`src/source/mipsPkg.sv`:
```
/*
  Shared MIPS32 definitions for the single-cycle core:
  opcode and function code enums, the instruction word union
  with R, I and J views, ALU operation, write-back source and
  destination register enums, default reset vector
*/
`default_nettype none

package mipsPkg;

  // Boot address used when the top level is not overridden
  localparam logic [31:0] defaultResetVector = 32'hBFC00000;

  // Supported primary opcodes, special selects the R-type group
  typedef enum logic [5:0] {
    opSpecial = 6'h00,
    opJ       = 6'h02,
    opJal     = 6'h03,
    opBeq     = 6'h04,
    opBne     = 6'h05,
    opAddiu   = 6'h09,
    opSlti    = 6'h0A,
    opAndi    = 6'h0C,
    opOri     = 6'h0D,
    opLui     = 6'h0F,
    opLw      = 6'h23,
    opSw      = 6'h2B
  } opcodeT;

  // Supported R-type function codes
  typedef enum logic [5:0] {
    fnSll   = 6'h00,
    fnSrl   = 6'h02,
    fnJr    = 6'h08,
    fnMfhi  = 6'h10,
    fnMflo  = 6'h12,
    fnMultu = 6'h19,
    fnAddu  = 6'h21,
    fnSubu  = 6'h23,
    fnAnd   = 6'h24,
    fnOr    = 6'h25,
    fnXor   = 6'h26,
    fnSlt   = 6'h2A,
    fnSltu  = 6'h2B
  } functT;

  // Register-register layout
  typedef struct packed {
    opcodeT     opcode;
    logic [4:0] rs;
    logic [4:0] rt;
    logic [4:0] rd;
    logic [4:0] shamt;
    functT      funct;
  } rFormatT;

  // Immediate layout, shared by loads, stores and branches
  typedef struct packed {
    opcodeT      opcode;
    logic [4:0]  rs;
    logic [4:0]  rt;
    logic [15:0] immediate;
  } iFormatT;

  // Jump layout, 26-bit word target
  typedef struct packed {
    opcodeT      opcode;
    logic [25:0] target;
  } jFormatT;

  // One fetched word, three ways to read it
  typedef union packed {
    rFormatT rFormat;
    iFormatT iFormat;
    jFormatT jFormat;
  } instrWord;

  typedef enum logic [3:0] {
    aluAdd, aluSub, aluAnd, aluOr, aluXor, aluSlt, aluSltu,
    aluSll, aluSrl, aluLui, aluMfhi, aluMflo
  } aluOpT;

  // Write-back value source
  typedef enum logic [1:0] {
    wbAlu, wbMemory, wbLink
  } wbSelT;

  // Destination register choice, dstRa is register 31
  typedef enum logic [1:0] {
    dstRt, dstRd, dstRa
  } regDstT;

endpackage

`default_nettype wire

```
`src/source/aluExecute.sv`:
```
/*
  Execute stage: ALU with immediate extension and shifts,
  beq/bne condition, HI/LO registers loaded by multu
*/
`default_nettype none

module aluExecute import mipsPkg::*; (
  input  logic        clk,
  input  logic        reset,
  input  logic        clkEnable,
  input  instrWord    instr,
  input  aluOpT       aluOp,
  input  logic        useImmediate,
  input  logic        signExtend,
  input  logic        hiLoWrite,
  input  logic        branchOnEqual,
  input  logic [31:0] rsData,
  input  logic [31:0] rtData,
  output logic [31:0] aluResult,
  output logic        branchTaken
);

  logic [31:0] immExtended;
  logic [31:0] operandB;
  logic [63:0] product;
  logic [31:0] hi;
  logic [31:0] lo;
  logic        operandsEqual;

  // andi and ori take a zero-extended immediate
  assign immExtended = signExtend
    ? {{16{instr.iFormat.immediate[15]}}, instr.iFormat.immediate}
    : {16'd0, instr.iFormat.immediate};

  assign operandB = useImmediate ? immExtended : rtData;

  always_comb
  begin
    case (aluOp)
      aluAdd:  aluResult = rsData + operandB;
      aluSub:  aluResult = rsData - operandB;
      aluAnd:  aluResult = rsData & operandB;
      aluOr:   aluResult = rsData | operandB;
      aluXor:  aluResult = rsData ^ operandB;
      aluSlt:  aluResult = {31'd0, $signed(rsData) < $signed(operandB)};
      aluSltu: aluResult = {31'd0, rsData < operandB};
      // Shifts move rt by shamt
      aluSll:  aluResult = rtData << instr.rFormat.shamt;
      aluSrl:  aluResult = rtData >> instr.rFormat.shamt;
      aluLui:  aluResult = {instr.iFormat.immediate, 16'd0};
      aluMfhi: aluResult = hi;
      aluMflo: aluResult = lo;
      default: aluResult = 32'd0;
    endcase
  end

  // Branch condition
  assign operandsEqual = (rsData == rtData);
  assign branchTaken   = branchOnEqual ? operandsEqual : !operandsEqual;

  // Unsigned 32x32 product
  assign product = {32'd0, rsData} * {32'd0, rtData};

  always_ff @(posedge clk)
  begin
    if (reset)
    begin
      hi <= 32'd0;
      lo <= 32'd0;
    end
    else if (clkEnable && hiLoWrite)
    begin
      hi <= product[63:32];
      lo <= product[31:0];
    end
  end

endmodule

`default_nettype wire

```
`config.mk`:
```
export PLATFORM = sky130hd
export DESIGN_NAME = aluExecute
export DESIGN_NICKNAME = d
export VERILOG_FILES = /design/src/source/mipsPkg.sv /design/src/source/aluExecute.sv
export SDC_FILE = /design/constraint.sdc
export NUM_CORES = 2
export LEC_CHECK = 0
export ABC_AREA = 1
export BUFFER_PORTS_ARGS = -buffer_cell sky130_fd_sc_hd__buf_2
export CAP_MARGIN = 15
export CORE_MARGIN = 4
export CORE_UTILIZATION = 64
export DETAILED_ROUTE_END_ITERATION = 6
export PLACE_DENSITY_LB_ADDON = 0.12
export SYNTH_ARGS = -nofsm -noshare
export SYNTH_HDL_FRONTEND = slang
export SYNTH_SLANG_ARGS = --single-unit
```
`constraint.sdc`:
```
create_clock -name clk -period 9.05 [get_ports clk]
set_input_delay 1.81 -clock clk [delete_from_list [all_inputs] [get_ports clk]]
set_output_delay 1.81 -clock clk [all_outputs]
set_load 0.01 [all_outputs]
```
==> out/summary.txt <==
GR peak layer -> met2
violated checks -> DRC
Slew Viols, Final -> 0
Root Buffer -> clkbuf_16
Max H-tree Level -> 3
nets -> 8638
post-synthesis sequential area ratio -> 0.02633
largest net degree at the start of global routing -> 71
Worst-Skew Late Latency -> 0.34 ns
unrepaired setup endpoints after global routing -> false
CTS Buf Count -> 9
row cnt -> 100
status -> finished with violations
async set or reset register ratio after synthesis -> 0
Die Area -> 0.08052 sq mm
Vias -> 48210
Final min period -> 8.690 ns
DP Worst Slack -> 0.2215 ns
Max stage delay on crit path -> 0.71 ns
synth unique cells -> 52
Clock transition at path regs -> 0.06 ns
Avg Cell Area, Syn -> 6.656 sq um
Vias/cell -> 5.865
Initial Utilization -> 0.6493
Routed WL per cell -> 23.05 um
Post-CTS Setup Bufs -> 0
CTS tree -> built
Fillers -> 6120
max cap viols -> 0
Starting DRT DRC Count -> 6169
CP required -> 9.29 ns
DRC viols -> 1
slew margin rel. -> 0.2223
Clock Tree Buf Depth -> 2
Hold Fails Final Rpt -> 0
Placed Instance Area -> 0.05018 sq mm
Post-DRT Antenna Nets -> 0
Worst setup EP type -> register
Startpoint Class -> primary input
total track usage -> 0.4682
RePlAce Congestion -> 1.057
PostCTS Resize Cnt -> 0
HPWL Detailed -> 159100 um
commonest non-fill, non-tap cells in the layout -> nand2_1 (2137), inv_1 (2058), fa_1 (898)
hold buffers post-CTS -> 0
top_reg_cell synth -> dfxtp_1
fin util -> 0.6734
PnR worst setup slack -> 0.3597 ns
IO Port Bufs -> 123
layout cells sized above 1 -> 0.04595
Fmax -> 115.1 MHz
vias in the first global route -> 51080
Post-Syn Instances -> 7312
GR Layer Usage met1 -> 0.5973
Synth Net Count -> 8708
most common cell after layout, fill and taps aside -> nand2_1
measured slew at the worst slew-check pin -> 1.156 ns
initial antenna violation count -> 7
# clock sinks -> 64
Hold Path Class -> reg2reg
critical path arrival -> 8.93 ns
worst-path maximum fanout -> 27
Routed WL -> 189500 um
global-route wire length before repair -> 288000 um
Yosys warnings -> 0
Synth-to-Final Area Change -> 3.700%
core region area -> 0.07495 sq mm
final instance area -> 0.05047 sq mm
flop2flop setup slack -> 8.17 ns
final-report setup violation count -> 0
Post-synth EDFFs -> 0
slowest CP cell -> buf_2
Setup TNS Final -> 0 ns
Vert. Die Dim -> 283.8 um
Die W -> 283.8 um
M3 GR Usage -> 0.1190
# IOs -> 140
synthesized area -> 0.04867 sq mm
Final Cycle Share -> 0.9603
Seq cells post-synth -> 64
met2 Track Usage GR -> 0.7168
count of TritonRoute iterations in the first routing pass -> 7
grt ovf -> 0
clk_skew -> 0 ns
Crit Path Class -> in2reg
## flip-flops by register name, summed over array words and instances, names as in the netlist
signal  count
hi         32
lo         32
## through the flow
step,hold slack (ns),cells
2_1_floorplan,0.4553,7312
3_3_place_gp,0.4681,8200
3_5_place_dp,0.4741,8200
4_1_cts,0.4865,8216
5_1_grt,0.5018,8218
6_report,0.4861,8221
## per-layer routing
metal,routed length (um),part of all wire
met5,13,0.000069
met3,24950,0.13
met1,67990,0.36
met4,15070,0.080
met2,81470,0.43
## synth_stat cells (6+ instances only)
| cell | count | area [sq um] |
|---|---|---|
| a21oi_1 | 226 | 1131 |
| buf_1 | 12 | 45.04 |
| buf_2 | 38 | 190.2 |
| buf_4 | 18 | 135.1 |
| buf_6 | 10 | 112.6 |
| clkbuf_1 | 258 | 968.4 |
| dfxtp_1 | 64 | 1281 |
| fa_1 | 898 | 17980 |
| ha_1 | 391 | 4892 |
| inv_1 | 2059 | 7729 |
| inv_2 | 15 | 56.30 |
| mux2i_1 | 8 | 80.08 |
| nand2_1 | 2138 | 8025 |
| nand3_1 | 330 | 1652 |
| nand3b_1 | 8 | 60.06 |
| nand4_1 | 30 | 187.7 |
| nor2_1 | 338 | 1269 |
| nor2_2 | 6 | 37.54 |
| nor3_1 | 36 | 180.2 |
| nor4_1 | 13 | 81.33 |
| o211ai_1 | 15 | 112.6 |
| o21a_1 | 8 | 60.06 |
| o21ai_0 | 191 | 955.9 |
| o21ai_1 | 39 | 195.2 |
| o21bai_1 | 16 | 120.1 |
| o22ai_1 | 30 | 187.7 |
| or2_2 | 15 | 93.84 |
| xnor2_1 | 8 | 70.07 |
| xor2_1 | 27 | 236.5 |
## layout make-up
type	instances	area (sq um)	area share
Sequential cell	64	1281	0.02539
Inverter	2075	7789	0.1543
Antenna cell	5	12.51	0.0002479
Multi-Input combinational cell	4835	38150	0.7560
Timing Repair Buffer	257	1747	0.03461
Clock inverter	7	47.55	0.0009421
Clock buffer	9	225.2	0.004463
Tap cell	969	1212	0.02402
## final timing paths
path                            depth (start not counted)               start                  end
worst max-delay path                                   28           rtData[6]  hi[29]$_SDFFE_PP0P_
worst min-delay path                                    2  lo[4]$_SDFFE_PP0P_   lo[4]$_SDFFE_PP0P_
worst max register to register                          4  hi[3]$_SDFFE_PP0P_   hi[3]$_SDFFE_PP0P_
worst min register to register                          2  lo[4]$_SDFFE_PP0P_   lo[4]$_SDFFE_PP0P_
## critical path: cells and delay by family
family	cells	cell delay [ns]
AOI/OAI and AO/OA	2	0.44
adders and majority gates	9	4.43
buffers and inverters	8	1.07
and+or+nand+nor	9	1.12
## kinds of logic (layout without fill, tap and decap cells)
family / count (synthesis) / after routing / synth area share
buf+inv: 2413 / 2348 / 0.1901
xor+xnor: 35 / 35 / 0.006299
simple gates: 2939 / 2939 / 0.2423
flops: 64 / 64 / 0.02633
mux: 8 / 8 / 0.001645
other cells: 0 / 5 / 0
compound gates: 564 / 564 / 0.06343
fa+ha+maj: 1289 / 1289 / 0.4699
Power is not shown: default switching activity piles up to over one toggle a cycle in this logic, so the estimate is an artifact.
