$ cat src/source/mipsPkg.sv
/*
  Shared MIPS32 definitions for the single-cycle core:
  opcode and function code enums, the instruction word union
  with R, I and J views, ALU operation, write-back source and
  destination register enums, default reset vector
*/
`default_nettype none

package mipsPkg;

  // Boot address used when the top level is not overridden
  localparam logic [31:0] defaultResetVector = 32'hBFC00000;

  // Supported primary opcodes, special selects the R-type group
  typedef enum logic [5:0] {
    opSpecial = 6'h00,
    opJ       = 6'h02,
    opJal     = 6'h03,
    opBeq     = 6'h04,
    opBne     = 6'h05,
    opAddiu   = 6'h09,
    opSlti    = 6'h0A,
    opAndi    = 6'h0C,
    opOri     = 6'h0D,
    opLui     = 6'h0F,
    opLw      = 6'h23,
    opSw      = 6'h2B
  } opcodeT;

  // Supported R-type function codes
  typedef enum logic [5:0] {
    fnSll   = 6'h00,
    fnSrl   = 6'h02,
    fnJr    = 6'h08,
    fnMfhi  = 6'h10,
    fnMflo  = 6'h12,
    fnMultu = 6'h19,
    fnAddu  = 6'h21,
    fnSubu  = 6'h23,
    fnAnd   = 6'h24,
    fnOr    = 6'h25,
    fnXor   = 6'h26,
    fnSlt   = 6'h2A,
    fnSltu  = 6'h2B
  } functT;

  // Register-register layout
  typedef struct packed {
    opcodeT     opcode;
    logic [4:0] rs;
    logic [4:0] rt;
    logic [4:0] rd;
    logic [4:0] shamt;
    functT      funct;
  } rFormatT;

  // Immediate layout, shared by loads, stores and branches
  typedef struct packed {
    opcodeT      opcode;
    logic [4:0]  rs;
    logic [4:0]  rt;
    logic [15:0] immediate;
  } iFormatT;

  // Jump layout, 26-bit word target
  typedef struct packed {
    opcodeT      opcode;
    logic [25:0] target;
  } jFormatT;

  // One fetched word, three ways to read it
  typedef union packed {
    rFormatT rFormat;
    iFormatT iFormat;
    jFormatT jFormat;
  } instrWord;

  typedef enum logic [3:0] {
    aluAdd, aluSub, aluAnd, aluOr, aluXor, aluSlt, aluSltu,
    aluSll, aluSrl, aluLui, aluMfhi, aluMflo
  } aluOpT;

  // Write-back value source
  typedef enum logic [1:0] {
    wbAlu, wbMemory, wbLink
  } wbSelT;

  // Destination register choice, dstRa is register 31
  typedef enum logic [1:0] {
    dstRt, dstRd, dstRa
  } regDstT;

endpackage

`default_nettype wire

$ cat src/source/controlDecoder.sv
/*
  Main control decoder: opcode and funct to datapath controls,
  with the write and memory strobes held low while the core
  is not active
*/
`default_nettype none

module controlDecoder import mipsPkg::*; (
  input  instrWord   instr,
  input  logic       active,
  output aluOpT      aluOp,
  output logic       useImmediate,
  output logic       signExtend,
  output regDstT     regDst,
  output wbSelT      wbSel,
  output logic       regWrite,
  output logic       hiLoWrite,
  output logic       branch,
  output logic       branchOnEqual,
  output logic       jump,
  output logic       jumpReg,
  output logic       dataRead,
  output logic       dataWrite
);

  // Strobes before the active gate
  logic regWriteDec;
  logic hiLoWriteDec;
  logic dataReadDec;
  logic dataWriteDec;

  always_comb
  begin
    // Defaults give a no-operation
    aluOp         = aluAdd;
    useImmediate  = 1'b0;
    signExtend    = 1'b0;
    regDst        = dstRt;
    wbSel         = wbAlu;
    regWriteDec   = 1'b0;
    hiLoWriteDec  = 1'b0;
    branch        = 1'b0;
    branchOnEqual = 1'b0;
    jump          = 1'b0;
    jumpReg       = 1'b0;
    dataReadDec   = 1'b0;
    dataWriteDec  = 1'b0;
    case (instr.rFormat.opcode)
      opSpecial:
      begin
        regDst      = dstRd;
        regWriteDec = 1'b1;
        case (instr.rFormat.funct)
          fnAddu:  aluOp = aluAdd;
          fnSubu:  aluOp = aluSub;
          fnAnd:   aluOp = aluAnd;
          fnOr:    aluOp = aluOr;
          fnXor:   aluOp = aluXor;
          fnSlt:   aluOp = aluSlt;
          fnSltu:  aluOp = aluSltu;
          fnSll:   aluOp = aluSll;
          fnSrl:   aluOp = aluSrl;
          fnMfhi:  aluOp = aluMfhi;
          fnMflo:  aluOp = aluMflo;
          fnJr:
          begin
            jumpReg     = 1'b1;
            regWriteDec = 1'b0;
          end
          fnMultu:
          begin
            // Product goes to HI/LO only
            hiLoWriteDec = 1'b1;
            regWriteDec  = 1'b0;
          end
          default: regWriteDec = 1'b0;
        endcase
      end
      opAddiu:
      begin
        useImmediate = 1'b1;
        signExtend   = 1'b1;
        regWriteDec  = 1'b1;
      end
      opSlti:
      begin
        aluOp        = aluSlt;
        useImmediate = 1'b1;
        signExtend   = 1'b1;
        regWriteDec  = 1'b1;
      end
      opAndi:
      begin
        aluOp        = aluAnd;
        useImmediate = 1'b1;
        regWriteDec  = 1'b1;
      end
      opOri:
      begin
        aluOp        = aluOr;
        useImmediate = 1'b1;
        regWriteDec  = 1'b1;
      end
      opLui:
      begin
        aluOp       = aluLui;
        regWriteDec = 1'b1;
      end
      opLw:
      begin
        // Address is rs plus offset
        useImmediate = 1'b1;
        signExtend   = 1'b1;
        wbSel        = wbMemory;
        regWriteDec  = 1'b1;
        dataReadDec  = 1'b1;
      end
      opSw:
      begin
        useImmediate = 1'b1;
        signExtend   = 1'b1;
        dataWriteDec = 1'b1;
      end
      opBeq:
      begin
        branch        = 1'b1;
        branchOnEqual = 1'b1;
      end
      opBne:   branch = 1'b1;
      opJ:     jump = 1'b1;
      opJal:
      begin
        // No delay slot, link is PC+4
        jump        = 1'b1;
        regDst      = dstRa;
        wbSel       = wbLink;
        regWriteDec = 1'b1;
      end
      default: ;
    endcase
  end

  // Halted core commits nothing
  assign regWrite  = regWriteDec & active;
  assign hiLoWrite = hiLoWriteDec & active;
  assign dataRead  = dataReadDec & active;
  assign dataWrite = dataWriteDec & active;

endmodule

`default_nettype wire

$ cat config.mk
export PLATFORM = sky130hd
export DESIGN_NAME = controlDecoder
export DESIGN_NICKNAME = d
export VERILOG_FILES = /design/src/source/mipsPkg.sv /design/src/source/controlDecoder.sv
export SDC_FILE = /design/constraint.sdc
export NUM_CORES = 1
export LEC_CHECK = 0
export BUFFER_PORTS_ARGS = -buffer_cell sky130_fd_sc_hd__buf_2
export CAP_MARGIN = 25
export CORE_UTILIZATION = 39
export DETAILED_ROUTE_END_ITERATION = 12
export PLACE_DENSITY = 0.86
export SYNTH_ARGS = -nofsm -noshare
export SYNTH_HDL_FRONTEND = slang
export SYNTH_SLANG_ARGS = --single-unit
$ cat constraint.sdc
create_clock -name vclk -period 2.3
set_input_delay 0.23 -clock vclk [all_inputs]
set_output_delay 0.23 -clock vclk [all_outputs]
set_load 0.01 [all_outputs]
==> results.sh, run 1 <==
export IMPL_yosysUniqueCellTypes=39
export IMPL_grt_util_met3_pct=0
export IMPL_power_uw=87.2
export IMPL_worstPathCellList="buf_2 -> or3_1 -> or4_4 -> or4_4 -> nor4_2 -> buf_2"
export IMPL_post_cts_buffers=0
export IMPL_viasPerCell=6.08
export IMPL_fin_cells=123
export IMPL_ff_latch_area_um2=0
export IMPL_crit_path_start="instr[30]"
export IMPL_num_antenna_cells=0
export IMPL_drt_iter0_markers=53
export IMPL_grt_total_usage_pct=23.2
export IMPL_grt_util_met2_pct=40.0
export IMPL_wirelength_um=1620
export IMPL_io_buffers=31
export IMPL_dr_pass1_iters=4
export IMPL_seq_power_share_pct=0
export IMPL_fin_nets=144
export IMPL_core_um2=1170
export IMPL_setup_tns_ns=0
export IMPL_worstPathRequired_ns=2.07
export IMPL_switching_share_pct=60.4
export IMPL_drive_above_1_share_pct=34.9
export IMPL_syn_area_um2=526
export IMPL_crit_type="input pin to output port"
export IMPL_powerDensity_nw_per_um2=134
export IMPL_finalCritPeriodShare_pct=97.1
export IMPL_yosysWarnings=0
export IMPL_postSynthCellCount=83
export IMPL_die_w_um=38.7
export IMPL_worstSetupStartpointType="input pin"
export IMPL_dp_hpwl_um=1280
export IMPL_final_core_util_pct=55.6
export IMPL_clkPwrFrac_pct=0
export IMPL_die_h_um=38.7
export IMPL_grt_pass1_wl_um=2560
export IMPL_rows=12
export IMPL_min_path_type="input pin to output port"
export IMPL_hold_buffers=0
export IMPL_leakagePower_nw=0.301
export IMPL_fin_crit_ns=2.23
export IMPL_combPwrFrac_pct=100.0
export IMPL_maxCapViolCount=0
export IMPL_synth_compound_area_share_pct=30.2
export IMPL_status="complete, no violations"
export IMPL_initial_core_util_pct=44.9
export IMPL_worst_slew_pin_slew_ns=0.489
export IMPL_clockBufferCount=0
export IMPL_yosys_area_share_simple_pct=50.2
export IMPL_dieArea_um2=1500
export IMPL_place_inst=123
export IMPL_syn_nets=116
export IMPL_postSynthAreaPerCell_um2=6.33
export IMPL_grt_busiest_layer="met2"
export IMPL_min_from="active"
export IMPL_slew_limit_headroom_pct=66.6
export IMPL_peakVddDrop_uv=74.3
export IMPL_path_delay_family="simple AND/OR/NAND/NOR gates"
export IMPL_drv_slew=0
export IMPL_critical_path_buf_inv_count=2
export IMPL_max_freq_mhz=448
export IMPL_grt_ovfl_total=0
export IMPL_post_cts_resized=0
export IMPL_crit_path_top_delay_cell="or4_4"
export IMPL_hold_viol=0
export IMPL_finalSetupViolCount=0
export IMPL_synthAdderAreaFrac_pct=0
export IMPL_drc=0
export IMPL_p_switching_uw=52.7
export IMPL_place_congestion=0.887
export IMPL_grt_pass1_vias=577
export IMPL_synth_mux_area_share_pct=0
export IMPL_ys_seq_area_share_pct=0
export IMPL_cp_slowest_stage_delay_ns=0.47
export IMPL_cp_max_fo=4
export IMPL_critPathCaptureType="output port"
export IMPL_antenna_found_initial=0
export IMPL_antenna_left=0
export IMPL_vias=748
export IMPL_synth_xor_area_share_pct=3.33
export IMPL_rsz0062_at_grt="no"
export IMPL_use_met1_pct=31.8
export IMPL_seq_cells=0
export IMPL_synth_top_family_by_area="simple AND/OR/NAND/NOR gates"
export IMPL_areaGrowthSynthToFinish_pct=23.8
export IMPL_grt_max_degree=14
export IMPL_pin_count=51
export IMPL_wire_per_inst_um=13.2
export IMPL_arrival_ns=2.00
export IMPL_internal_power_uw=34.5
==> cell type report <==
| type | count | area [um2] |
|---|---|---|
| fill | 124 | 520 |
| multi-input combinational | 71 | 440 |
| inverter | 4 | 15.0 |
| timing repair buffer | 34 | 178 |
| tap | 14 | 17.5 |
==> layer usage <==
| layer | share of wire (%) | routed length, um | vias up |
|---|---|---|---|
| met2 | 53 | 862 | 41 |
| met1 | 38 | 621 | 338 |
| met3 | 6.6 | 107 | 4 |
| li1 | - | - | 365 |
| met4 | 2.0 | 32 | 0 |
| met5 | 0 | 0 | - |
==> final timing paths <==
check,end,depth (start not counted),slack [ns]
worst min-delay path,regWrite,3,0.78
worst max-delay path,hiLoWrite,6,0.07
==> cells by family (layout without fill, tap and decap cells) <==
logic type / count (synthesis) / in the layout
and+or+nand+nor: 45 / 45
AOI/OAI and AO/OA: 24 / 24
buffers and inverters: 12 / 38
xor gates and xnor gates: 2 / 2
==> cells in the final DEF, fill, tap and decap left out, drive strengths merged, types with 3 or more instances in the layout <==
cell | netlist | final
a21oi | 5 | 5
buf | 5 | 34
inv | 4 | 4
nand2 | 5 | 5
nand2b | 5 | 5
nand3 | 3 | 3
nor2 | 9 | 9
nor3 | 5 | 5
nor3b | 3 | 3
o21ai | 6 | 6
or4 | 3 | 3
==> power by group through the flow <==
stage | Combinational [mW] | Clock, mW | Sequential [mW]
after global placement | 0.0816 | 0 | 0
after global routing | 0.0961 | 0 | 0
after CTS | 0.0860 | 0 | 0
after floorplan | 0.0590 | 0 | 0
after detailed placement | 0.0856 | 0 | 0
final | 0.0872 | 0 | 0
==> through the flow <==
step	worst slack (ns)	cell area [um2]	hold slack, ns
2_1_floorplan	0.124	526	0.506
3_3_place_gp	0.0851	651	0.770
3_5_place_dp	0.0750	651	0.775
4_1_cts	0.0599	651	0.777
5_1_grt	0.0116	651	0.797
6_report	0.0657	651	0.777
==> synthesized netlist by cell type <==
cell | n | share of area (%)
inv_1 | 4 | 2.9
buf_2 | 1 | 0.95
a2111oi_0 | 2 | 3.3
a32oi_1 | 1 | 1.7
buf_4 | 3 | 4.3
nor2_1 | 9 | 6.4
o211ai_1 | 1 | 1.4
a21oi_1 | 5 | 4.8
nand3b_1 | 1 | 1.4
or4_1 | 1 | 1.4
o32a_1 | 1 | 1.9
nor2b_1 | 2 | 2.4
nand2b_1 | 5 | 6.0
and3_1 | 2 | 2.4
xor2_1 | 1 | 1.7
or4_4 | 2 | 4.3
a21o_1 | 1 | 1.4
o32ai_1 | 1 | 1.7
nand3_1 | 3 | 2.9
clkbuf_8 | 2 | 5.2
o31ai_1 | 2 | 2.9
or2_2 | 1 | 1.2
nor4b_1 | 1 | 1.7
a2bb2oi_1 | 1 | 1.7
xnor2_1 | 1 | 1.7
o22ai_1 | 1 | 1.2
clkbuf_1 | 1 | 0.71
nor4_1 | 1 | 1.2
nand4_1 | 1 | 1.2
nand2_1 | 5 | 3.6
nand4b_1 | 1 | 1.7
nor3_1 | 5 | 4.8
a31oi_1 | 1 | 1.2
o21ai_0 | 6 | 5.7
nor3b_1 | 3 | 4.3
or3_1 | 1 | 1.2
o21a_1 | 1 | 1.4
nor4_2 | 1 | 2.4
buf_6 | 1 | 2.1
Power figures use the tool's default switching activity.
==> run 2, diff against run 1 <==
==> constraint.sdc (replaced) <==
create_clock -name vclk -period 2.3
set_input_delay 0.115 -clock vclk [all_inputs]
set_output_delay 0.115 -clock vclk [all_outputs]
set_load 0.01 [all_outputs]
==> results.sh, run 2 (synthesized netlist as in run 1, its figures left out) <==
export IMPL_status="complete, no violations"
export IMPL_finalSetupViolCount=0
export IMPL_pin_count=51
export IMPL_dr_pass1_iters=4
export IMPL_rows=12
export IMPL_holdWs_ns=0.551
export IMPL_combPwrFrac_pct=100.0
export IMPL_core_um2=1170
export IMPL_fin_crit_ns=2.05
export IMPL_dieArea_um2=1500
export IMPL_finalCritPeriodShare_pct=89.0
export IMPL_worst_slew_pin_slew_ns=0.428
export IMPL_antenna_found_initial=0
export IMPL_viasPerCell=6.21
export IMPL_die_h_um=38.7
export IMPL_cp_max_fo=9
export IMPL_internal_power_uw=31.2
export IMPL_leakagePower_nw=0.286
export IMPL_final_common_cell="buf_2"
export IMPL_seq_power_share_pct=0
export IMPL_maxCapViolCount=0
export IMPL_grt_max_degree=14
export IMPL_grt_pass1_vias=558
export IMPL_switching_share_pct=62.7
export IMPL_drt_iter0_markers=44
export IMPL_initial_core_util_pct=44.9
export IMPL_crit_type="input pin to output port"
export IMPL_path_delay_family="simple AND/OR/NAND/NOR gates"
export IMPL_min_path_type="input pin to output port"
export IMPL_slew_limit_headroom_pct=70.7
export IMPL_wirelength_um=1560
export IMPL_grt_ovfl_total=0
export IMPL_post_cts_buffers=0
export IMPL_ff_latch_area_um2=0
export IMPL_hold_buffers=0
export IMPL_max_freq_mhz=489
export IMPL_critical_path_buf_inv_count=2
export IMPL_crit_path_top_delay_cell="or4_4"
export IMPL_seq_cells=0
export IMPL_drc=0
export IMPL_setup_tns_ns=0
export IMPL_vias=745
export IMPL_powerDensity_nw_per_um2=133
export IMPL_layout_common_cells="buf_2 (31), nor2_1 (9), o21ai_0 (6)"
export IMPL_place_congestion=0.888
export IMPL_post_cts_resized=0
export IMPL_die_w_um=38.7
export IMPL_grt_pass1_wl_um=2310
export IMPL_rsz0062_at_grt="no"
export IMPL_worstSetupStartpointType="input pin"
export IMPL_grt_total_usage_pct=20.5
export IMPL_peakVddDrop_uv=76.6
export IMPL_num_antenna_cells=0
export IMPL_drive_above_1_share_pct=33.0
export IMPL_clockBufferCount=0
export IMPL_clkPwrFrac_pct=0
export IMPL_io_buffers=31
export IMPL_antenna_left=0
export IMPL_fin_nets=141
export IMPL_worstPathCellList="buf_2 -> or3_1 -> or4_4 -> or4_4 -> nor4_2 -> buf_2"
export IMPL_worstPathRequired_ns=2.18
export IMPL_areaGrowthSynthToFinish_pct=19.5
export IMPL_dp_hpwl_um=1180
export IMPL_cp_slowest_stage_delay_ns=0.46
export IMPL_wire_per_inst_um=13.0
export IMPL_drv_slew=0
export IMPL_p_switching_uw=52.5
export IMPL_hold_viol=0
export IMPL_critPathCaptureType="output port"
export IMPL_arrival_ns=1.93
[run 2: cell types whose count changed in the layout (fill, tap and decap cells not counted)]
cell,before,now
buf_4,3,0
[run 2: metrics by stage]
stage	cells	power [mW]	area, um2	utilization, %	setup slack (ns)
5_1_grt	120	0.0913	628	53.6	0.170
6_report	120	0.0837	628	53.6	0.253
4_1_cts	120	0.0817	628	53.6	0.249
2_1_floorplan	83	0.0590	526	-	0.354
3_3_place_gp	120	0.0779	628	53.6	0.263
3_5_place_dp	120	0.0814	628	53.6	0.273
[run 2: path summary, 6_finish.rpt]
| check | slack [ns] | from | end | cells after the start |
|---|---|---|---|---|
| max | 0.25 | instr[30] | hiLoWrite | 6 |
| min | 0.55 | instr[4] | jumpReg | 3 |
[run 2: layout make-up]
cell class	count	area, um2
repair buffers	31	155
inverters	4	15.0
well taps	14	17.5
multi-input cells	71	440
fillers	119	543
[run 2: power groups by stage]
stage / logic [mW] / clock network [mW] / registers (mW)
6_report: 0.0837 / 0 / 0
5_1_grt: 0.0913 / 0 / 0
4_1_cts: 0.0817 / 0 / 0
3_5_place_dp: 0.0814 / 0 / 0
3_3_place_gp: 0.0779 / 0 / 0
2_1_floorplan: 0.0590 / 0 / 0
[run 2: tightest hold or removal path: stages]
cell and delay (ns):
buf_2 0.14, nor4_1 0.06, buf_2 0.13
[run 2: per-layer routing]
layer | GRT usage, % | routed length, um | share of wire [%] | up-vias
met4 | 3.45 | 14 | 0.90 | 0
met2 | 35.4 | 769 | 49 | 52
met5 | 0 | 0 | 0 | -
li1 | - | - | - | 358
met1 | 27.4 | 637 | 41 | 331
met3 | 1.73 | 139 | 8.9 | 4
==> run 3, diff against run 2 <==
- SETUP_SLACK_MARGIN: default -> 0.4
==> results.sh, run 3 (synthesized netlist as in run 1, its figures left out) <==
export IMPL_hold_viol=0
export IMPL_wire_per_inst_um=14.3
export IMPL_finalCritPeriodShare_pct=85.4
export IMPL_place_inst=121
export IMPL_dieArea_um2=1500
export IMPL_cp_max_fo=3
export IMPL_rows=12
export IMPL_maxCapViolCount=0
export IMPL_layout_common_cells="buf_2 (28), nor2_1 (9), o21ai_0 (6)"
export IMPL_ff_latch_area_um2=0
export IMPL_status="complete, no violations"
export IMPL_grt_max_degree=14
export IMPL_grt_total_usage_pct=24.4
export IMPL_crit_path_top_delay_cell="or4_4"
export IMPL_finalSetupViolCount=0
export IMPL_max_freq_mhz=509
export IMPL_hold_path_end="regWrite"
export IMPL_drt_iter0_markers=27
export IMPL_slew_limit_headroom_pct=69.4
export IMPL_drive_above_1_share_pct=39.3
export IMPL_initial_core_util_pct=44.9
export IMPL_hold_buffers=0
export IMPL_setup_tns_ns=0
export IMPL_rsz0062_at_grt="yes"
export IMPL_num_antenna_cells=0
export IMPL_drv_slew=0
export IMPL_pin_count=51
export IMPL_die_h_um=38.7
export IMPL_critical_path_buf_inv_count=4
export IMPL_critPathCaptureType="output port"
export IMPL_antenna_left=0
export IMPL_antenna_found_initial=0
export IMPL_viasPerCell=6.02
export IMPL_die_w_um=38.7
export IMPL_crit_type="input pin to output port"
export IMPL_powerDensity_nw_per_um2=136
export IMPL_final_common_cell="buf_2"
export IMPL_arrival_ns=1.85
export IMPL_fillerInstances=109
export IMPL_grt_pass1_vias=619
export IMPL_areaGrowthSynthToFinish_pct=35.2
export IMPL_core_um2=1170
export IMPL_io_buffers=31
export IMPL_min_path_type="input pin to output port"
export IMPL_min_from="active"
export IMPL_worstPathRequired_ns=2.18
export IMPL_seq_cells=0
export IMPL_place_congestion=0.875
export IMPL_fin_cells=126
export IMPL_vias=759
export IMPL_wirelength_um=1810
export IMPL_path_delay_family="simple AND/OR/NAND/NOR gates"
export IMPL_drc=0
export IMPL_worstPathCellList="buf_8 -> or3_4 -> or4_4 -> buf_6 -> inv_2 -> nand4_1 -> o31ai_1 -> buf_2"
export IMPL_worst_slew_pin_slew_ns=0.448
export IMPL_dp_hpwl_um=1220
export IMPL_cp_slowest_stage_delay_ns=0.46
export IMPL_clockBufferCount=0
export IMPL_dr_pass1_iters=4
export IMPL_grt_ovfl_total=0
export IMPL_min_path_cells=3
export IMPL_worstSetupStartpointType="input pin"
export IMPL_grt_pass1_wl_um=2680
export IMPL_leakagePower_nw=0.323
export IMPL_fin_nets=147
export IMPL_peakVddDrop_uv=94.2
export IMPL_fin_crit_ns=1.96
run 3: cell types whose count changed in the layout (fill, tap and decap cells not counted), sizes merged:
cell / delta
buf: +6
run 3: cell type report:
type | instances | area, um2 | share of cell area (%)
inverters | 4 | 15.0 | 2.11
multi-input cells | 71 | 452 | 63.6
well taps | 14 | 17.5 | 2.46
repair buffers | 37 | 226 | 31.9
run 3: per-stage QoR:
stage	power (mW)	area [um2]	hold WS [ns]	utilization (%)	worst slack, ns
global route	0.105	711	0.565	60.7	0.288
CTS	0.0906	699	0.549	59.7	0.327
global placement	0.0801	642	0.545	54.8	0.295
floorplan	0.0594	532	0.265	-	0.396
detailed placement	0.0832	642	0.546	54.8	0.275
finish	0.0963	711	0.545	60.7	0.336
run 3: where the power goes:
part	total, mW	switching [mW]	internal [mW]	leakage (nW)
sequential	0	0	0	0
combinational	0.0963	0.0558	0.0405	0.323
clock	0	0	0	0
total	0.0963	0.0558	0.0405	0.323
run 3: repair_timing:
action / CTS / global route
buffers inserted: 4 / 1
pin swaps: 3 / 3
resized for setup: 7 / 2
endpoints found under the setup margin: 2 / 5
run 3: worst max path at each step:
stage / end / slack (ns) / from / cells after the start
final: aluOp[2] / 0.34 / instr[31] / 8
after global routing: aluOp[2] / 0.29 / instr[31] / 8
after CTS: jumpReg / 0.33 / instr[30] / 6
after detailed placement: hiLoWrite / 0.28 / instr[31] / 6
after global placement: hiLoWrite / 0.29 / instr[31] / 6
after floorplan: hiLoWrite / 0.40 / instr[30] / 5
run 3: metal layers:
layer	track usage [%]	share of wire [%]	up-vias	wire (um)
met5	0	0	-	0
li1	-	-	376	-
met4	3.45	1.0	0	18
met1	33.8	39	343	710
met2	41.3	53	38	961
met3	1.73	6.4	2	116
