===== config.mk =====
export PLATFORM = sky130hd
export DESIGN_NAME = nextPcUnit
export DESIGN_NICKNAME = d
export VERILOG_FILES = /design/src/source/mipsPkg.sv /design/src/source/nextPcUnit.sv
export SDC_FILE = /design/constraint.sdc
export NUM_CORES = 1
export LEC_CHECK = 0
export BUFFER_PORTS_ARGS = -buffer_cell sky130_fd_sc_hd__buf_2
export CORE_UTILIZATION = 53
export DETAILED_ROUTE_END_ITERATION = 12
export PLACE_DENSITY = 0.86
export REMOVE_ABC_BUFFERS = 1
export SLEW_MARGIN = 30
export SYNTH_ARGS = -nofsm -noshare
export SYNTH_HDL_FRONTEND = slang
export SYNTH_SLANG_ARGS = --single-unit

===== constraint.sdc =====
create_clock -name clk -period 4.3 [get_ports clk]
set_input_delay 0.43 -clock clk [delete_from_list [all_inputs] [get_ports clk]]
set_output_delay 0.43 -clock clk [all_outputs]
set_load 0.005 [all_outputs]

===== src/source/mipsPkg.sv =====
/*
  Shared MIPS32 definitions for the single-cycle core:
  opcode and function code enums, the instruction word union
  with R, I and J views, ALU operation, write-back source and
  destination register enums, default reset vector
*/
`default_nettype none

package mipsPkg;

  // Boot address used when the top level is not overridden
  localparam logic [31:0] defaultResetVector = 32'hBFC00000;

  // Supported primary opcodes, special selects the R-type group
  typedef enum logic [5:0] {
    opSpecial = 6'h00,
    opJ       = 6'h02,
    opJal     = 6'h03,
    opBeq     = 6'h04,
    opBne     = 6'h05,
    opAddiu   = 6'h09,
    opSlti    = 6'h0A,
    opAndi    = 6'h0C,
    opOri     = 6'h0D,
    opLui     = 6'h0F,
    opLw      = 6'h23,
    opSw      = 6'h2B
  } opcodeT;

  // Supported R-type function codes
  typedef enum logic [5:0] {
    fnSll   = 6'h00,
    fnSrl   = 6'h02,
    fnJr    = 6'h08,
    fnMfhi  = 6'h10,
    fnMflo  = 6'h12,
    fnMultu = 6'h19,
    fnAddu  = 6'h21,
    fnSubu  = 6'h23,
    fnAnd   = 6'h24,
    fnOr    = 6'h25,
    fnXor   = 6'h26,
    fnSlt   = 6'h2A,
    fnSltu  = 6'h2B
  } functT;

  // Register-register layout
  typedef struct packed {
    opcodeT     opcode;
    logic [4:0] rs;
    logic [4:0] rt;
    logic [4:0] rd;
    logic [4:0] shamt;
    functT      funct;
  } rFormatT;

  // Immediate layout, shared by loads, stores and branches
  typedef struct packed {
    opcodeT      opcode;
    logic [4:0]  rs;
    logic [4:0]  rt;
    logic [15:0] immediate;
  } iFormatT;

  // Jump layout, 26-bit word target
  typedef struct packed {
    opcodeT      opcode;
    logic [25:0] target;
  } jFormatT;

  // One fetched word, three ways to read it
  typedef union packed {
    rFormatT rFormat;
    iFormatT iFormat;
    jFormatT jFormat;
  } instrWord;

  typedef enum logic [3:0] {
    aluAdd, aluSub, aluAnd, aluOr, aluXor, aluSlt, aluSltu,
    aluSll, aluSrl, aluLui, aluMfhi, aluMflo
  } aluOpT;

  // Write-back value source
  typedef enum logic [1:0] {
    wbAlu, wbMemory, wbLink
  } wbSelT;

  // Destination register choice, dstRa is register 31
  typedef enum logic [1:0] {
    dstRt, dstRd, dstRa
  } regDstT;

endpackage

`default_nettype wire


===== src/source/nextPcUnit.sv =====
/*
  Program counter and active flag, next PC selection
  between register, jump, branch and sequential targets,
  link address output
*/
`default_nettype none

module nextPcUnit import mipsPkg::*; #(
  parameter logic [31:0] resetVector = defaultResetVector
) (
  input  logic        clk,
  input  logic        reset,
  input  logic        clkEnable,
  input  instrWord    instr,
  input  logic        branch,
  input  logic        branchTaken,
  input  logic        jump,
  input  logic        jumpReg,
  input  logic [31:0] rsData,
  output logic [31:0] pc,
  output logic [31:0] linkAddress,
  output logic        active
);

  logic [31:0] pcPlus4;
  logic [31:0] branchOffset;
  logic [31:0] jumpTarget;
  logic [31:0] nextPc;

  assign pcPlus4     = pc + 32'd4;
  assign linkAddress = pcPlus4;

  // Word offset, sign-extended
  assign branchOffset = {{14{instr.iFormat.immediate[15]}}, instr.iFormat.immediate, 2'b00};

  // Region bits come from PC+4
  assign jumpTarget = {pcPlus4[31:28], instr.jFormat.target, 2'b00};

  always_comb
  begin
    if (jumpReg)
      nextPc = rsData;
    else if (jump)
      nextPc = jumpTarget;
    else if (branch && branchTaken)
      nextPc = pcPlus4 + branchOffset;
    else
      nextPc = pcPlus4;
  end

  always_ff @(posedge clk)
  begin
    if (reset)
    begin
      pc     <= resetVector;
      active <= 1'b1;
    end
    else if (clkEnable && active)
    begin
      pc <= nextPc;
      // Reaching address 0 halts the core
      if (nextPc == 32'd0)
        active <= 1'b0;
    end
  end

endmodule

`default_nettype wire


==> results.md, run 1 <==
* Final instance area at between 0.005 and 0.006 sq mm
* Vertical die dimension at 93.1 microns
* Largest stage delay, worst path at ~0.38 ns
* Final count of negative-setup-slack endpoints at 0
* Vias after detailed routing at approximately 5800
* Minimum setup slack after placement at roughly 0.094 ns
* Dpl cells at just under 900
* Average footprint of a synthesized cell at 7.05 sq um
* Reported max-cap violation count at 0
* Largest buffer count on any clock path at 2
* Area added between synthesis and finish at 29.8%
* Most frequent standard cell in the layout excluding fill and tap cells: sky130_fd_sc_hd__buf_2
* Status: completed
* Yosys warning count at 0
* Num rows at 32
* Insertion delay to the later sink of the worst-skew pair at around 0.29 ns
* Data required time at the worst endpoint at between 4 and 5 ns
* EDFF count, synth at 0
* Initial Util at 55.7%
* Detail Placement HPWL at approximately 14 mm
* Starting DRT DRC Count at 449
* Final routed wirelength across all metal layers at ~18 mm
* Number of design rule violations left after detail routing at 0
* Port Buf Inserts at 129
* Endpoint class of the critical path: flop
* Number of nets in the layout at 899
* Part of the Yosys area used for sequential elements at approximately 15%
* Number of inserted diodes at 0
* H-tree depth reported by CTS at 2
* Worst reg2reg startpoint: pc[2]$_SDFFE_PP0P_
* Final Wtd Congestion at ~0.99
* Worst-case clock skew at around 0.0066 ns
* Slew Viols, Final at 0
* Critical path, cell by cell: ha_2 -> and4_4 -> nand3_2 -> nor2_1 -> buf_4 -> xor2_1 -> ha_1 -> a21oi_1 -> o21bai_1 -> a21o_1 -> nor4_1 -> o31ai_1 -> a2111oi_2 -> nand4_1 -> nor4_2 -> nor2_1
* Final instance count without filler cells at around 890
* Setup crit start: pc[2]$_SDFFE_PP0P_
* Detail-routed via count per cell at approximately 6.5
* Startpoint Class: flop
* Maximum fanout along the worst path at 7
* Die boundary width at 93.1 microns
* Vias in the first global route at between 5000 and 6000
* TritonCTS clock tree: done
* Share of the cycle needed by the critical path after routing at between 90% and 100%
* Data arrival time of the critical path at about 4.3 ns
* Static Leak at between 2 and 3 nW
* Placed cell area at 0.00544 sq mm
* Distinct cell type count of the synthesized netlist at 74
* Routed len/inst at approximately 20 microns
* Master of the slowest instance on the critical path: sky130_fd_sc_hd__dfxtp_1
* Number of storage elements in the synthesis netlist at 33
* Most common cell type on the critical path: sky130_fd_sc_hd__nor2_1
* Most common flop cell mapped by yosys: sky130_fd_sc_hd__dfxtp_1
* Worst setup slack for register-to-register paths at roughly 0.15 ns
* Total number of clock tree sinks at 33
* All-layer global routing usage at between 30% and 40%
* Area of the core at just under 0.008 sq mm
* Drt pass-1 iters at 5
* Headroom to the max-slew limit at between 40% and 50%
* Initial antenna violation count at 0
* Fraction of final layout cells with drive strength greater than 1 at between 30% and 40%
* Worst-path clk slew at 0.07 ns
* Maximum clock rate at between 0.2 and 0.25 GHz
* Antenna Nets Post-Route at 0
* WS Path Type: reg2reg
* Full die area at 0.00866 sq mm
* Overall overflow remaining after global route at 0
* Cell count after synthesis at 623
* Worst min-delay path category: in2reg
* Wire length of the first global-routing pass at about 27 mm
* Post-synthesis instance area at ~0.0044 sq mm
* Final-report hold violation count at 0
* Boundary Pins at about 140
* Hold path startpoint: rsData[1]
* Final critical path time including I/O delays and setup at a little over 4 ns
* VDD IR max at about 0.00020 V
* Hold Buf Count CTS at 0
* Pin count of the biggest net entering global routing at 36
* CTS root buffer: sky130_fd_sc_hd__clkbuf_8
* Ys async rst share at 0%
* Worst Tran Pin Value at ~0.87 ns
* Total CTS buffers at 5
* Total chip power at 1.29 mW
* Post-route setup slack at about 0.15 ns
* Power Density at approximately 230 mW/mm^2
* Highest-count cells in the layout ignoring fill and taps: 129 x sky130_fd_sc_hd__buf_2, 81 x sky130_fd_sc_hd__nand2_1, 63 x sky130_fd_sc_hd__nor2_1
## stage by stage
stage,util (%),hold WS (ns),setup TNS [ns]
2_1_floorplan,-,0.459,0
3_5_place_dp,69.0,0.470,0
4_1_cts,70.0,0.431,0
6_report,72.3,0.433,0
5_1_grt,72.3,0.452,-0.0798
3_3_place_gp,69.0,0.458,0
## where the power goes
group	leakage [nW]	total [mW]	internal, mW	switching, mW
registers	0.274	0.354	0.328	0.0253
clock network	0.0450	0.234	0.112	0.122
logic	2.26	0.699	0.294	0.405
## layer usage
layer	part of all wire [%]	up-vias	track usage (%)
met5	0	-	0
met4	7.9	0	29.6
met3	8.9	106	7.97
met2	46	396	64.8
met1	37	2639	45.9
li1	-	2690	-
## critical path: cells and delay by family, from the launching register on
kind / cells / cell delay, ns
and+or+nand+nor: 7 / 1.53
AOI/OAI and AO/OA: 5 / 1.10
adders and majority gates: 2 / 0.60
DFF: 1 / 0.38
xor gates and xnor gates: 1 / 0.27
buffers and inverters: 1 / 0.14
## logic make-up after synthesis
| kind of cell | synth area share, % |
|---|---|
| flops | 15.0 |
| mux | 1.40 |
| xor+xnor | 8.97 |
| buf+inv | 4.81 |
| fa+ha+maj | 10.7 |
| compound gates | 31.9 |
| simple gates | 27.1 |
## cell type report
| class | instances | area, sq um |
|---|---|---|
| fillers | 685 | 2180 |
| inverters | 13 | 48.8 |
| repair buffers | 191 | 1110 |
| clock buffers | 6 | 72.6 |
| multi-input cells | 547 | 3670 |
| well taps | 102 | 128 |
| clock inverters | 2 | 10.0 |
| flip-flops and latches | 33 | 666 |
## final timing paths
kind | endpoint | depth (start not counted)
hold / removal | pc[1]$_SDFFE_PP0P_ | 3
setup reg to reg | active$_SDFFE_PP1P_ | 16
hold reg to reg | pc[0]$_SDFFE_PP0P_ | 2
setup / recovery | active$_SDFFE_PP1P_ | 16
## Yosys cell counts, types with 15 or more instances
| library cell | number | area (sq um) |
|---|---|---|
| sky130_fd_sc_hd__nand2_1 | 81 | 304 |
| sky130_fd_sc_hd__clkbuf_1 | 19 | 71.3 |
| sky130_fd_sc_hd__dfxtp_1 | 33 | 661 |
| sky130_fd_sc_hd__xor2_1 | 23 | 201 |
| sky130_fd_sc_hd__ha_1 | 36 | 450 |
| sky130_fd_sc_hd__nor2_1 | 64 | 240 |
| sky130_fd_sc_hd__xnor2_1 | 22 | 193 |
| sky130_fd_sc_hd__o22ai_1 | 15 | 93.8 |
| sky130_fd_sc_hd__a21oi_1 | 61 | 305 |
| sky130_fd_sc_hd__nor3_1 | 17 | 85.1 |
| sky130_fd_sc_hd__o21ai_0 | 34 | 170 |
| sky130_fd_sc_hd__nand3_1 | 22 | 110 |
| sky130_fd_sc_hd__nand4_1 | 20 | 125 |
## state kept, by name, indices dropped and copies added, names as in the netlist
name	cells
active	1
pc	32
## what timing repair did
action,4_1_cts,5_1_grt
endpoints found under the setup margin,0,2
buffers inserted,0,4
resized for setup,0,32
No activity file was read; power rests on OpenSTA's default activity.
==> run 2, diff against run 1 <==
--- a/config.mk
+++ b/config.mk
@@ -5,7 +5,7 @@
 export SDC_FILE = /design/constraint.sdc
 export NUM_CORES = 1
 export LEC_CHECK = 0
-export BUFFER_PORTS_ARGS = -buffer_cell sky130_fd_sc_hd__buf_2
+export BUFFER_PORTS_ARGS = -buffer_cell sky130_fd_sc_hd__clkbuf_2
 export CORE_UTILIZATION = 53
 export DETAILED_ROUTE_END_ITERATION = 12
 export PLACE_DENSITY = 0.86
==> run 2 against run 1 <==
Net effect: sequential share of layout area down 0.26 points; first-iteration DRC count up 25%; sequential power about the same; combinational power up 0.6%; non-clock buffer count up 3; register-to-register slack about the same; flip-flop and latch count unchanged; critical path type unchanged; critical endpoint unchanged.
==> results.md, run 2 (same netlist as run 1, synthesis figures left out) <==
* Worst Tran Pin Value at 0.842 ns (-0.0251 ns)
* Startpoint Class: flop
* Master of the slowest instance on the critical path: sky130_fd_sc_hd__or3_4
* Layer with the highest usage: met2
* Routing usage on met2 at 64.3% (-0.49 points)
* WS Path Type: reg2reg
* Worst setup slack for register-to-register paths at 0.15 ns (about the same)
* GR met1 Demand/Resource at 45.6% (-0.22 points)
* Initial Util at 55.7% (unchanged)
* Overall overflow remaining after global route at 0 (unchanged)
* Data required time at the worst endpoint at 4.47 ns (about the same)
* Power Density at 235 mW/mm^2 (+4.0%)
* Total number of clock tree sinks at 33 (unchanged)
* Largest Register: pc
* Number of design rule violations left after detail routing at 0 (unchanged)
* Drt pass-1 iters at 6 (+1)
* Antenna Nets Post-Route at 0 (unchanged)
* Share of the cycle needed by the critical path after routing at 96.5% (about the same)
* Vias in the first global route at 5286 (-3.3%)
* Maximum fanout along the worst path at 5 (-2)
* Die boundary width at 93.1 microns (unchanged)
* Num rows at 32 (unchanged)
* Final critical path time including I/O delays and setup at 4.15 ns (+0.00244 ns)
* Largest stage delay, worst path at 0.42 ns (+0.04 ns)
* Number of flip-flops in the largest register at 32 (unchanged)
* Maximum clock rate at 0.241 GHz (about the same)
* Slew Viols, Final at 0 (unchanged)
* Detail Placement HPWL at 13.5 mm (-0.76%)
* Insertion delay to the later sink of the worst-skew pair at 0.28 ns (about the same)
* Boundary Pins at 136 (unchanged)
* Starting DRT DRC Count at 561 (+25%)
* Reported max-cap violation count at 0 (unchanged)
* Critical path, cell by cell: nand4_1 -> or3_4 -> nor3_1 -> xor2_1 -> buf_4 -> ha_1 -> nand2_1 -> o21ai_1 -> a21o_1 -> nor4_4 -> o31ai_1 -> a2111oi_2 -> nand4_1 -> nor4_2 -> nor2_1
* Dpl cells at 885 (+0.34%)
* Wire length of the first global-routing pass at 25.8 mm (-3.6%)
* H-tree depth reported by CTS at 2 (unchanged)
* Most common cell type on the critical path: sky130_fd_sc_hd__nand4_1
* TritonCTS clock tree: done
* Final Wtd Congestion at 1.00 (+0.55%)
* Post-route setup slack at 0.149 ns (-0.00244 ns)
* Port Buf Inserts at 129 (unchanged)
* Minimum setup slack after placement at -0.000770 ns (-0.0948 ns)
* Initial antenna violation count at 0 (unchanged)
* Number of nets in the layout at 902 (+0.33%)
* Largest registers ranked by flip-flop count: pc x32, active x1
* All-layer global routing usage at 38.4% (-1.3 points)
* Full die area at 0.00866 sq mm (unchanged)
* Headroom to the max-slew limit at 43.8% (+1.7 points)
* Worst-path clk slew at 0.07 ns (about the same)
* Combined buffer and inverter count along the critical path at 1 (unchanged)
* Status: completed
* CTS root buffer: sky130_fd_sc_hd__clkbuf_8
* Total CTS buffers at 5 (unchanged)
* Hold path startpoint: rsData[0]
* Vias after detailed routing at 5867 (+0.62%)
* Vertical die dimension at 93.1 microns (unchanged)
* Capture point of the worst reg-to-reg path: active$_SDFFE_PP1P_
* Cell count of the worst hold path at 3 (unchanged)
* Grt met3 use at 5.77% (-2.2 points)
* Routed len/inst at 19.1 microns (-3.4%)
* Hold-critical path endpoint: pc[0]$_SDFFE_PP0P_
* Worst hold slack across all endpoints at 0.421 ns (-0.0127 ns)
* Static Leak at 2.61 nW (+1.2%)
* Final-report hold violation count at 0 (unchanged)
* Final routed wirelength across all metal layers at 17.2 mm (-3.1%)
* Area of the core at 0.00789 sq mm (unchanged)
* Number of inserted diodes at 0 (unchanged)
* Data arrival time of the critical path at 4.32 ns (about the same)
* Worst min-delay path category: in2reg
* Largest buffer count on any clock path at 2 (unchanged)
* Final count of negative-setup-slack endpoints at 0 (unchanged)
* Total chip power at 1.36 mW (+5.8%)
* Pin count of the biggest net entering global routing at 42 (+17%)
* Top delay family on crit path: simple AND/OR/NAND/NOR gates
* Final instance count without filler cells at 897 (+0.34%)
* Most frequent standard cell in the layout excluding fill and tap cells: sky130_fd_sc_hd__clkbuf_2
* Depth of the worst register-to-register path at 15 (-1)
* Worst reg2reg startpoint: pc[18]$_SDFFE_PP0P_
* Highest-count cells in the layout ignoring fill and taps: 129 x sky130_fd_sc_hd__clkbuf_2, 80 x sky130_fd_sc_hd__nand2_1, 65 x sky130_fd_sc_hd__buf_4
* Worst-case clock skew at 0.00328 ns (-0.00327 ns)
* Endpoint class of the critical path: flop
* Area added between synthesis and finish at 32.1%
* Detail-routed via count per cell at 6.54 (+0.28%)
* Fraction of final layout cells with drive strength greater than 1 at 31.6% (+0.76 points)
* VDD IR max at 0.000180 V (-8.3%)
[run 2: cell types whose count changed in the layout (fill, tap and decap cells not counted), moves of 3 or more]
cell / previous run / this run
sky130_fd_sc_hd__buf_2: 129 / 0
sky130_fd_sc_hd__clkbuf_2: 0 / 129
sky130_fd_sc_hd__buf_4: 62 / 65
sky130_fd_sc_hd__dfxtp_1: 29 / 32
sky130_fd_sc_hd__dfxtp_2: 4 / 1
sky130_fd_sc_hd__o21ai_1: 1 / 4
[run 2: how the worst max path moves through the flow]
stage                             start             endpoint  cells past startpoint
global route         pc[3]$_SDFFE_PP0P_  active$_SDFFE_PP1P_                     16
finish              pc[18]$_SDFFE_PP0P_  active$_SDFFE_PP1P_                     15
detailed placement   pc[3]$_SDFFE_PP0P_  active$_SDFFE_PP1P_                     16
floorplan            pc[2]$_SDFFE_PP0P_  active$_SDFFE_PP1P_                     17
global placement     pc[3]$_SDFFE_PP0P_  active$_SDFFE_PP1P_                     16
CTS                  pc[3]$_SDFFE_PP0P_  active$_SDFFE_PP1P_                     17
[run 2: area by class of cell]
| type | instances | area [sq um] |
|---|---|---|
| Clock buffer | 7 | 86.3 |
| Timing Repair Buffer | 194 | 1130 |
| Fill cell | 642 | 2080 |
| Clock inverter | 1 | 30.0 |
| Inverter | 13 | 48.8 |
| Sequential cell | 33 | 662 |
| Multi-Input combinational cell | 547 | 3710 |
| Tap cell | 102 | 128 |
[run 2: power by group]
part           internal [mW]  switching (mW)
sequential             0.328          0.0265
clock                  0.189           0.115
combinational          0.297           0.405
total                  0.814           0.547
[run 2: tightest hold or removal path: stages]
cell                       delay, ns
sky130_fd_sc_hd__clkbuf_2       0.09
sky130_fd_sc_hd__nand3_1        0.07
sky130_fd_sc_hd__a21oi_1        0.06
[run 2: stage by stage]
| step | area [sq um] | util (%) | TNS [ns] |
|---|---|---|---|
| floorplan | 4230 | - | 0 |
| global placement | 5460 | 69.3 | 0 |
| detailed placement | 5460 | 69.3 | -0.000770 |
| CTS | 5590 | 70.9 | 0 |
| global route | 5800 | 73.6 | -0.0604 |
| finish | 5800 | 73.6 | 0 |
[run 2: repair_timing]
item / CTS / global route
hold endpoints to repair: 0 / 0
endpoints found under the setup margin: 1 / 2
pin swaps: 0 / 11
setup buffers: 0 / 4
hold buffers: 0 / 0
resized for setup: 2 / 40
[run 2: per-layer routing]
| metal | wire length (microns) | up-vias |
|---|---|---|
| li1 | - | 2689 |
| met1 | 6580 | 2695 |
| met2 | 7880 | 396 |
| met3 | 1560 | 87 |
| met4 | 1150 | 0 |
| met5 | 0 | - |
==> run 3, diff against run 2 <==
--- a/config.mk
+++ b/config.mk
@@ -5,8 +5,9 @@
 export SDC_FILE = /design/constraint.sdc
 export NUM_CORES = 1
 export LEC_CHECK = 0
-export BUFFER_PORTS_ARGS = -buffer_cell sky130_fd_sc_hd__clkbuf_2
+export BUFFER_PORTS_ARGS = -buffer_cell sky130_fd_sc_hd__buf_4
 export CORE_UTILIZATION = 53
+export CTS_CLUSTER_SIZE = 40
 export DETAILED_ROUTE_END_ITERATION = 12
 export PLACE_DENSITY = 0.86
 export REMOVE_ABC_BUFFERS = 1
==> run 3 against run 2 <==
Net effect: power increased by 4.0%; count of clock-buffer cells in the layout unchanged; first-iteration DRC count decreased by 6.2%; largest cell class unchanged; clock power increased by 2%; setup slack got worse by 0.028 ns; critical path depth increased by 1; via count increased by 2.3%; critical path type unchanged.
==> results.md, run 3 (same netlist as run 1, synthesis figures left out) <==
* Status: completed
* Area of the core at 0.00789 sq mm (unchanged)
* Fill cells at 576 (-10%)
* All-layer global routing usage at 40.8% (+2.4 points)
* Endpoint class of the critical path: flop
* Master of the slowest instance on the critical path: sky130_fd_sc_hd__nor4_1
* WS Path Type: reg2reg
* Final routed wirelength across all metal layers at 18.0 mm (+4.8%)
* Total number of clock tree sinks at 33 (unchanged)
* Area added between synthesis and finish at 39.4%
* Share of the cycle needed by the critical path after routing at 97.2% (+0.64 points)
* Largest buffer count on any clock path at 2 (unchanged)
* Worst reg2reg startpoint: pc[3]$_SDFFE_PP0P_
* Final instance count without filler cells at 908 (+1.2%)
* Initial antenna violation count at 0 (unchanged)
* Die boundary width at 93.1 microns (unchanged)
* Antenna Nets Post-Route at 0 (unchanged)
* CTS root buffer: sky130_fd_sc_hd__clkbuf_8
* Detail-routed via count per cell at 6.61 (+1.1%)
* VDD IR max at 0.000216 V (+20%)
* Data arrival time of the critical path at 4.35 ns (+0.03 ns)
* Vias after detailed routing at 6002 (+2.3%)
* Static Leak at 2.75 nW (+5.3%)
* Final critical path time including I/O delays and setup at 4.18 ns (+0.0277 ns)
* Final count of negative-setup-slack endpoints at 0 (unchanged)
* Fraction of final layout cells with drive strength greater than 1 at 30.8% (-0.80 points)
* Insertion delay to the later sink of the worst-skew pair at 0.29 ns (about the same)
* Final Wtd Congestion at 1.02 (+1.8%)
* Routed len/inst at 19.8 microns (+3.5%)
* Port Buf Inserts at 129 (unchanged)
* Vias in the first global route at 5585 (+5.7%)
* Power Density at 231 mW/mm^2 (-1.5%)
* Reported max-cap violation count at 0 (unchanged)
* TritonCTS clock tree: done
* Dpl cells at 899 (+1.6%)
* Startpoint Class: flop
* Detail Placement HPWL at 13.8 mm (+2.6%)
* Worst min-delay path category: in2reg
* Pin count of the biggest net entering global routing at 34 (-19%)
* Wire length of the first global-routing pass at 27.7 mm (+7.1%)
* Final-report hold violation count at 0 (unchanged)
* Number of nets in the layout at 913 (+1.2%)
* Data required time at the worst endpoint at 4.47 ns (about the same)
* Total chip power at 1.41 mW (+4.0%)
* Worst Tran Pin Value at 0.941 ns (+0.0988 ns)
* Largest registers ranked by flip-flop count: pc x32, active x1
* Headroom to the max-slew limit at 37.2% (-6.6 points)
* Number of flip-flops in the largest register at 32 (unchanged)
* Worst-case clock skew at 0.00960 ns (+0.00632 ns)
* Total CTS buffers at 5 (unchanged)
* Number of inserted diodes at 0 (unchanged)
* Num rows at 32 (unchanged)
* Critical path, cell by cell: ha_1 -> buf_4 -> nand3_1 -> xnor2_2 -> ha_1 -> a21o_1 -> a221oi_4 -> buf_4 -> o21ai_0 -> xnor2_1 -> a211o_1 -> nand4_1 -> nor4_1 -> nand4_1 -> nor4_2 -> nor2_1
* Highest-count cells in the layout ignoring fill and taps: 205 x sky130_fd_sc_hd__buf_4, 81 x sky130_fd_sc_hd__nand2_1, 64 x sky130_fd_sc_hd__nor2_1
* Starting DRT DRC Count at 526 (-6.2%)
* H-tree depth reported by CTS at 2 (unchanged)
* Most frequent standard cell in the layout excluding fill and tap cells: sky130_fd_sc_hd__buf_4
* Boundary Pins at 136 (unchanged)
* Overall overflow remaining after global route at 0 (unchanged)
* Vertical die dimension at 93.1 microns (unchanged)
* Maximum clock rate at 0.239 GHz (-0.66%)
* Largest stage delay, worst path at 0.45 ns (+0.03 ns)
* Number of design rule violations left after detail routing at 0 (unchanged)
* Slew Viols, Final at 0 (unchanged)
* Maximum fanout along the worst path at 6 (+1)
* Minimum setup slack after placement at -0.0430 ns (-0.0422 ns)
* Worst-path clk slew at 0.07 ns (about the same)
* Post-route setup slack at 0.121 ns (-0.0277 ns)
* Worst setup slack for register-to-register paths at 0.12 ns (-0.03 ns)
* Worst Setup EP: active$_SDFFE_PP1P_
* Capture point of the worst reg-to-reg path: active$_SDFFE_PP1P_
* Depth of the worst register-to-register path at 16 (+1)
* Largest Register: pc
* Drt pass-1 iters at 6 (unchanged)
* Setup crit start: pc[3]$_SDFFE_PP0P_
* Initial Util at 55.7% (unchanged)
* Full die area at 0.00866 sq mm (unchanged)
run 3: final cells by class:
type | instances | area, sq um | share of cell area (%)
clock inverters | 1 | 30.0 | 0.490
repair buffers | 205 | 1540 | 25.1
clock buffers | 7 | 86.3 | 1.41
multi-input cells | 547 | 3630 | 59.3
flip-flops and latches | 33 | 663 | 10.8
well taps | 102 | 128 | 2.08
inverters | 13 | 48.8 | 0.797
run 3: routing by layer:
layer / wire [microns] / track usage, %
met5: 0 / 0
met1: 6610 / 47.9
met2: 8320 / 69.9
met3: 1730 / 6.83
met4: 1310 / 23.7
run 3: power breakdown:
part,switching (mW),internal [mW],total [mW]
combinational,0.410,0.344,0.754
clock,0.119,0.189,0.309
sequential,0.0247,0.328,0.353
total,0.554,0.861,1.41
run 3: timing repair:
item                                    in CTS  in global routing
endpoints found under the setup margin       1                  4
pin swaps                                    0                  5
resized for setup                            3                 20
hold buffers                                 0                  0
cloned                                       0                  0
buffers inserted                             0                  1
run 3: worst min-delay path by stage:
stage,start,depth (start not counted),end
detailed placement,pc[19]$_SDFFE_PP0P_,2,pc[19]$_SDFFE_PP0P_
CTS,rsData[0],3,pc[0]$_SDFFE_PP0P_
floorplan,pc[19]$_SDFFE_PP0P_,2,pc[19]$_SDFFE_PP0P_
finish,rsData[0],3,pc[0]$_SDFFE_PP0P_
global placement,pc[19]$_SDFFE_PP0P_,2,pc[19]$_SDFFE_PP0P_
global route,rsData[0],3,pc[0]$_SDFFE_PP0P_
run 3: stage by stage:
step           utilization [%]  hold slack [ns]  setup TNS, ns  area [sq um]
6_report                  77.7            0.433              0          6130
5_1_grt                   77.7            0.447       -0.00711          6130
4_1_cts                   76.3            0.430              0          6010
3_5_place_dp              74.7            0.469        -0.0430          5890
3_3_place_gp              74.7            0.465              0          5890
2_1_floorplan                -            0.459              0          4230
run 3: worst max-delay path: cells and delay by family (launching register included):
family / cells / cell delay [ns]
flops: 1 / 0.39
compound gates: 4 / 0.97
simple gates: 6 / 1.29
fa+ha+maj: 2 / 0.57
buf+inv: 2 / 0.33
xor+xnor: 2 / 0.51
